File: config.mk
export PLATFORM = sky130hd
export DESIGN_NAME = cacheHitDetect
export DESIGN_NICKNAME = d
export VERILOG_FILES = /design/src/rtl/cachePkg.sv /design/src/rtl/cacheHitDetect.sv
export VERILOG_INCLUDE_DIRS = /design/src /design/src/include
export SDC_FILE = /design/constraint.sdc
export NUM_CORES = 1
export LEC_CHECK = 0
export BUFFER_PORTS_ARGS = -buffer_cell sky130_fd_sc_hd__buf_2
export CORE_AREA = 2 2 39 41
export DETAILED_ROUTE_END_ITERATION = 8
export DIE_AREA = 0 0 41 43
export PLACE_DENSITY_LB_ADDON = 0.3
export SYNTH_ARGS = -nofsm -noshare
export SYNTH_HDL_FRONTEND = slang
export SYNTH_SLANG_ARGS = --single-unit
File: constraint.sdc
create_clock -name vclk -period 1.2
set_input_delay 0.24 -clock vclk [all_inputs]
set_output_delay 0.24 -clock vclk [all_outputs]
set_load 0.05 [all_outputs]
File: src/include/cache_consts.svh
// Sizing and encodings for the cache directory
// The page splits into one bank-select bit above an 8-bit bank index
`ifndef CACHE_CONSTS_SVH
`define CACHE_CONSTS_SVH

////////////////////////////////
// Address widths
////////////////////////////////

// Virtual page number width
`define CACHE_PAGE_W 9

// Word offset within a page
`define CACHE_OFFSET_W 9

// Index into one bank, page bits below the bank select
`define CACHE_INDEX_W 8

// Top page bit picks the bank
`define CACHE_BANK_BIT 8

// Entries held by each bank
`define CACHE_BANK_ENTRIES 256

////////////////////////////////
// Microcode special function
////////////////////////////////

`define CACHE_SPEC_W 5

// SPEC/CLRCACHE selects a directory sweep
`define CACHE_SPEC_CLRCACHE 5'h07

`endif

File: src/rtl/cachePkg.sv
// Packed types shared by the cache directory RTL and its testbench
// Struct fields are listed MSB first
`include "cache_consts.svh"

package cachePkg;

   ////////////////////////////////
   // Microcode and memory inputs
   ////////////////////////////////

   // Control word, only the fields the cache decodes
   typedef struct packed {
      logic                     memCycle;
      logic                     loadVma;
      logic                     aread;
      logic                     specEn;
      logic [`CACHE_SPEC_W-1:0] specSel;
   } ctrlWord_t;

   // Memory controller status
   typedef struct packed {
      logic acRef;
      logic stopMainMemory;
      logic memoryCycle;
      logic memoryWait;
   } memStatus_t;

   // Pager status for the current reference
   typedef struct packed {
      logic intOrErr;
      logic pageValid;
      logic pageFail5;
      logic pageFail6;
      logic pageEn;
      logic pageCacheable;
      logic cacheEnable;
   } pageStatus_t;

   ////////////////////////////////
   // VMA
   ////////////////////////////////

   // VMA flag bits the cache looks at
   typedef struct packed {
      logic user;
      logic readCycle;
      logic cacheInh;
      logic physical;
   } vmaFlags_t;

   typedef struct packed {
      vmaFlags_t                  flags;
      logic [`CACHE_PAGE_W-1:0]   page;
      logic [`CACHE_OFFSET_W-1:0] offset;
   } vma_t;

   ////////////////////////////////
   // Directory
   ////////////////////////////////

   // One directory entry, tag is the full page number
   typedef struct packed {
      logic                     valid;
      logic                     user;
      logic [`CACHE_PAGE_W-1:0] tag;
   } dirEntry_t;

   // Strobes from decode to the directory
   typedef struct packed {
      logic vmaEn;
      logic cacheWrite;
      logic sweep;
   } cacheStrobes_t;

endpackage

File: src/rtl/cacheHitDetect.sv
// Combinational hit qualification against the entry of the current cycle
// vmaJustLoaded only suppresses cacheHit, never cacheHitEn
`timescale 1ns/100ps
`include "cache_consts.svh"

module cacheHitDetect import cachePkg::*;
(
   input  dirEntry_t                entry,
   input  vma_t                     vma,
   input  pageStatus_t              pageStatus,
   input  logic                     vmaJustLoaded,
   output logic                     cacheValid,
   output logic                     cacheUser,
   output logic [`CACHE_PAGE_W-1:0] cacheAddr,
   output logic                     cacheHitEn,
   output logic                     cacheHit
);

   // Pager allows a cached access
   logic pageOk;
   // VMA flags allow a cached access
   logic vmaOk;
   // Entry belongs to this page and mode
   logic entryMatch;

   ////////////////////////////////
   // Entry fields
   ////////////////////////////////

   assign cacheValid = entry.valid;
   assign cacheUser  = entry.user;
   assign cacheAddr  = entry.tag;

   ////////////////////////////////
   // Qualifiers
   ////////////////////////////////

   // No page failure, page mapped and cacheable, cache turned on
   assign pageOk = pageStatus.intOrErr &
                   pageStatus.pageValid &
                   ~pageStatus.pageFail5 &
                   ~pageStatus.pageFail6 &
                   pageStatus.pageEn &
                   pageStatus.pageCacheable &
                   pageStatus.cacheEnable;

   // Virtual read, cache not inhibited
   assign vmaOk = vma.flags.readCycle &
                  ~vma.flags.cacheInh &
                  ~vma.flags.physical;

   // Tag holds the whole page, both banks compare all bits
   assign entryMatch = entry.valid &
                       (entry.user == vma.flags.user) &
                       (entry.tag == vma.page);

   ////////////////////////////////
   // Hit
   ////////////////////////////////

   assign cacheHitEn = pageOk & vmaOk & entryMatch;

   // Entry still reflects the previous VMA right after a load
   assign cacheHit = cacheHitEn & ~vmaJustLoaded;

endmodule

Word level (Yosys, flattened, before mapping)

Index checks and enable logic that the tools add are counted.

Register bits after elaboration: 0
Output and inout port bits: 13
Word-level logic and storage cells: 20

Equality and inequality tests: 2
Bitwise gates (word level): 18

Operator list:

| operator          | number |
|---|---|
| bitwise AND 1 bit | 13 |
| == test 9 bit     | 1 |
| inverter 1 bit    | 5 |
| == test 1 bit     | 1 |

Depth between registers and ports, before layout

Depth after elaboration: 9
Depth in mapped cells: 4

Worst setup path after synthesis

Ideal clock, no wire load.

Kind: input port to output port
Start point: input vma[18] in the netlist's numbering
End point: output cacheHitEn
Arrival: 1.824 ns
Required time: 0.960 ns
Path slack: -0.864 ns
Stages: 4
Path buffers: 0
Cells stage by stage: nand4b_1 > a221oi_2 > nand4_1 > nor3_1

Longest elaborated chain between the ends: 4

Ends and longest elaborated chain:

| what                           | line                 | text |
|---|---|---|
| from (decl)                    | cacheHitDetect.sv:9  | `input vma_t vma,` |
| inverter 1 bit                 | cacheHitDetect.sv:50 | `~vma.flags.physical;` |
| bitwise AND 1 bit              | cacheHitDetect.sv:49 | `~vma.flags.cacheInh &` |
| bitwise AND 1 bit (2 in a row) | cacheHitDetect.sv:61 | `assign cacheHitEn = pageOk & vmaOk & entryMatch;` |
| to (decl)                      | cacheHitDetect.sv:15 | `output logic cacheHitEn,` |

No other way between the ends.

Worst setup path in the final report

Start point: input vma[18] in the netlist's numbering
End point: output cacheHit

Longest elaborated chain between the ends: 5

Ends and longest elaborated chain:

| what                           | line                 | text |
|---|---|---|
| inverter 1 bit                 | cacheHitDetect.sv:50 |  |
| bitwise AND 1 bit              | cacheHitDetect.sv:49 |  |
| bitwise AND 1 bit (2 in a row) | cacheHitDetect.sv:61 |  |
| bitwise AND 1 bit              | cacheHitDetect.sv:64 | `assign cacheHit = cacheHitEn & ~vmaJustLoaded;` |
| to (decl)                      | cacheHitDetect.sv:16 | `output logic cacheHit` |

No other way between the ends.

==> summary.txt <==
DRT
--------------------------------------------------------------------------------------
DR pass1 iterations                                                                  1
Post-route DRC                                                                       0
Routed wire length per instance                                               7.562 µm
Vias per inst                                                                    4.045
Total number of vias                                                               360
Antenna-violating nets left                                                          0
Final wirelength                                                                673 µm
First-iteration detailed-routing DRC count                                           0

GLOBAL ROUTE
--------------------------------------------------------------------------------------
Pin count of the biggest net entering global routing                                 4
Initial antenna violation count                                                      0
Gr ovfl total                                                                        0
Number of global-route vias before repair                                          258
GRT Resource Usage Total                                                        6.494%
First-pass GRT wire length                                                      848 µm

FLOORPLAN
--------------------------------------------------------------------------------------
Area of the core                                                          0.001384 mm²
Die Outline Area                                                          0.001763 mm²
Starting density of the core                                                    18.17%
FP Rows                                                                             14
Ports                                                                               54
DIE HEIGHT                                                                       43 µm
Die Wd                                                                           41 µm

TIMING
--------------------------------------------------------------------------------------
Final WS setup                                                              -0.4281 ns
Final Hold Viols                                                                     0
Total count of max-transition violations in the final report                         0
# setup viols final                                                                  2
Final hold slack                                                             0.7673 ns
Highest attainable clock frequency                                          0.6142 GHz
Tcrit/Tclk final                                                                135.7%
Worst slew margin relative to its limit                                         83.22%
Unrepaired setup endpoints after global routing                                   true
Clock period minus final worst setup slack                                    1.628 ns
Setup Total Neg Slack                                                       -0.7756 ns
Tightest Pin Transition                                                      0.2517 ns

POWER
--------------------------------------------------------------------------------------
PD cells                                                                  420.1 mW/mm²
Net Sw Frac                                                                     60.21%
Switching pwr                                                                 118.7 µW
Share of total power in the clock network                                           0%
Total power after layout                                                      197.1 µW
Part of the power in registers                                                      0%
Cell leakage power                                                           0.2677 nW
Combinational share of power                                                    100.0%
Max VDD drop                                                                  103.7 µV
Power Internal                                                                78.43 µW

SYNTHESIS
--------------------------------------------------------------------------------------
Main area contributors after synthesis                                    sky130_fd_sc_hd__buf_4, sky130_fd_sc_hd__xor2_1, sky130_fd_sc_hd__xnor2_1
Area leader, netlist                                                      sky130_fd_sc_hd__buf_4
Yosys warning total                                                                  0
Gate count after technology mapping                                                 36
Post-synthesis net count                                                            77
Synth Cell Area                                                              251.5 µm²
Mean area per synthesized cell                                               6.986 µm²
Top-area cell type share of the netlist area                                    32.84%
Post-synth cell types                                                               15
Sequential element share of the synthesized area                                    0%

FINAL LAYOUT
--------------------------------------------------------------------------------------
Combined flip-flop and latch cell area                                           0 µm²
Number of fill cells                                                               159
Fraction of layout cells with a size suffix above 1                             71.23%
Number of diodes                                                                     0
Net total in the final layout                                                      116
Area overhead of the layout relative to synthesis                               86.57%
Clock buffer instance count of the final layout                                      0
Seq cells                                                                            0
Most used cells in the layout excluding fill and tap cells                sky130_fd_sc_hd__buf_2, sky130_fd_sc_hd__inv_1, sky130_fd_sc_hd__xor2_1
Most common cell after layout, fill and taps aside                        sky130_fd_sc_hd__buf_2

CRITICAL PATH
--------------------------------------------------------------------------------------
Cell type of the slowest stage on the worst timing path                   sky130_fd_sc_hd__nor4_4
Crit path buf inv count                                                              2
CP startpoint kind                                                        primary input
Arrival time at the worst endpoint                                             1.39 ns
WS Path Type                                                              primary input to output port
Slowest stage delay, CP                                                        0.31 ns
CP delay by family, top                                                   simple AND/OR/NAND/NOR gates
Critical Path Sink Type                                                    output port
CP Data Required Time                                                          0.96 ns
Cells along the critical path                                             buf_6, nand4b_1, a221oi_2, nand4_1, nor4_4, buf_6
Worst path most repeated cell                                             sky130_fd_sc_hd__buf_6
Largest fanout of any net on the critical path                                       2

RUN STATUS
--------------------------------------------------------------------------------------
Violated checks                                                           negative setup slack
Status                                                                    complete, but fails checks

CLOCK TREE
--------------------------------------------------------------------------------------
Post-CTS repair timing setup buffer count                                            0

PLACED DESIGN
--------------------------------------------------------------------------------------
DP Wirelength                                                                   655 µm
Pre-CTS worst setup slack                                                   -0.5331 ns
Weighted congestion reported at the end of routability-driven placement         0.6027
Count of buffers from port buffering                                                45

RUN
--------------------------------------------------------------------------------------
Max cap viols                                                                        0

WORST HOLD PATH
--------------------------------------------------------------------------------------
Worst Hold Class                                                          primary input to output port

==> timing repair <==
action | 4_1_cts | 5_1_grt
hold buffers | 0 | 0
resized for setup | 5 | 0
endpoints found under the setup margin | 2 | 2
pin swaps | 2 | 1
==> cell families (layout without fill, tap and decap cells) <==
family | after synthesis | in the layout | share of synthesized area, %
AO/OA/AOI/OAI | 4 | 4 | 14.43
XOR/XNOR | 6 | 6 | 20.90
buffers and inverters | 15 | 52 | 38.80
AND/OR/NAND/NOR | 11 | 11 | 25.87
==> cell type report <==
| type | count | area (µm²) | share of cell area [%] |
|---|---|---|---|
| tap | 16 | 20.02 | 4.267 |
| inverter | 4 | 15.01 | 3.200 |
| multi-input combinational | 21 | 167.7 | 35.73 |
| timing repair buffer | 48 | 266.5 | 56.80 |
==> power by group through the flow <==
| stage | sequential, mW | clock (mW) | combinational [mW] |
|---|---|---|---|
| detailed placement | 0 | 0 | 0.197 |
| CTS | 0 | 0 | 0.200 |
| global route | 0 | 0 | 0.214 |
| global placement | 0 | 0 | 0.196 |
| floorplan | 0 | 0 | 0.136 |
| finish | 0 | 0 | 0.197 |
==> worst paths after layout <==
| path | start | depth (start not counted) | to | slack, ns |
|---|---|---|---|---|
| worst max-delay path | vma[18] | 6 | cacheHit | -0.43 |
| worst min-delay path | vmaJustLoaded | 3 | cacheHit | 0.77 |
==> per-stage QoR <==
step	instances	cell area [µm²]	util, %
6_report	89	469.2	33.91
5_1_grt	89	469.2	33.91
4_1_cts	89	469.2	33.91
3_5_place_dp	89	450.4	32.55
3_3_place_gp	89	450.4	32.55
2_1_floorplan	36	265.3	-
==> synth_stat cells (all sizes together) <==
cell type / n
nor4: 1
xnor2: 2
nand4: 1
buf: 11
or2: 1
nor2: 1
nand4b: 1
xor2: 4
nand2: 2
a221oi: 2
nand3: 1
o22ai: 2
inv: 4
nor3: 3
==> routing by layer <==
layer  global-route usage, %  vias up  wire length (µm)
met1                   5.696      146               223
met2                   14.69       25               347
met4                       0        0                 0
met5                       0        -                 0
met3                       0        0               101
li1                        -      189                 -
No activity file was read; power rests on OpenSTA's default activity.
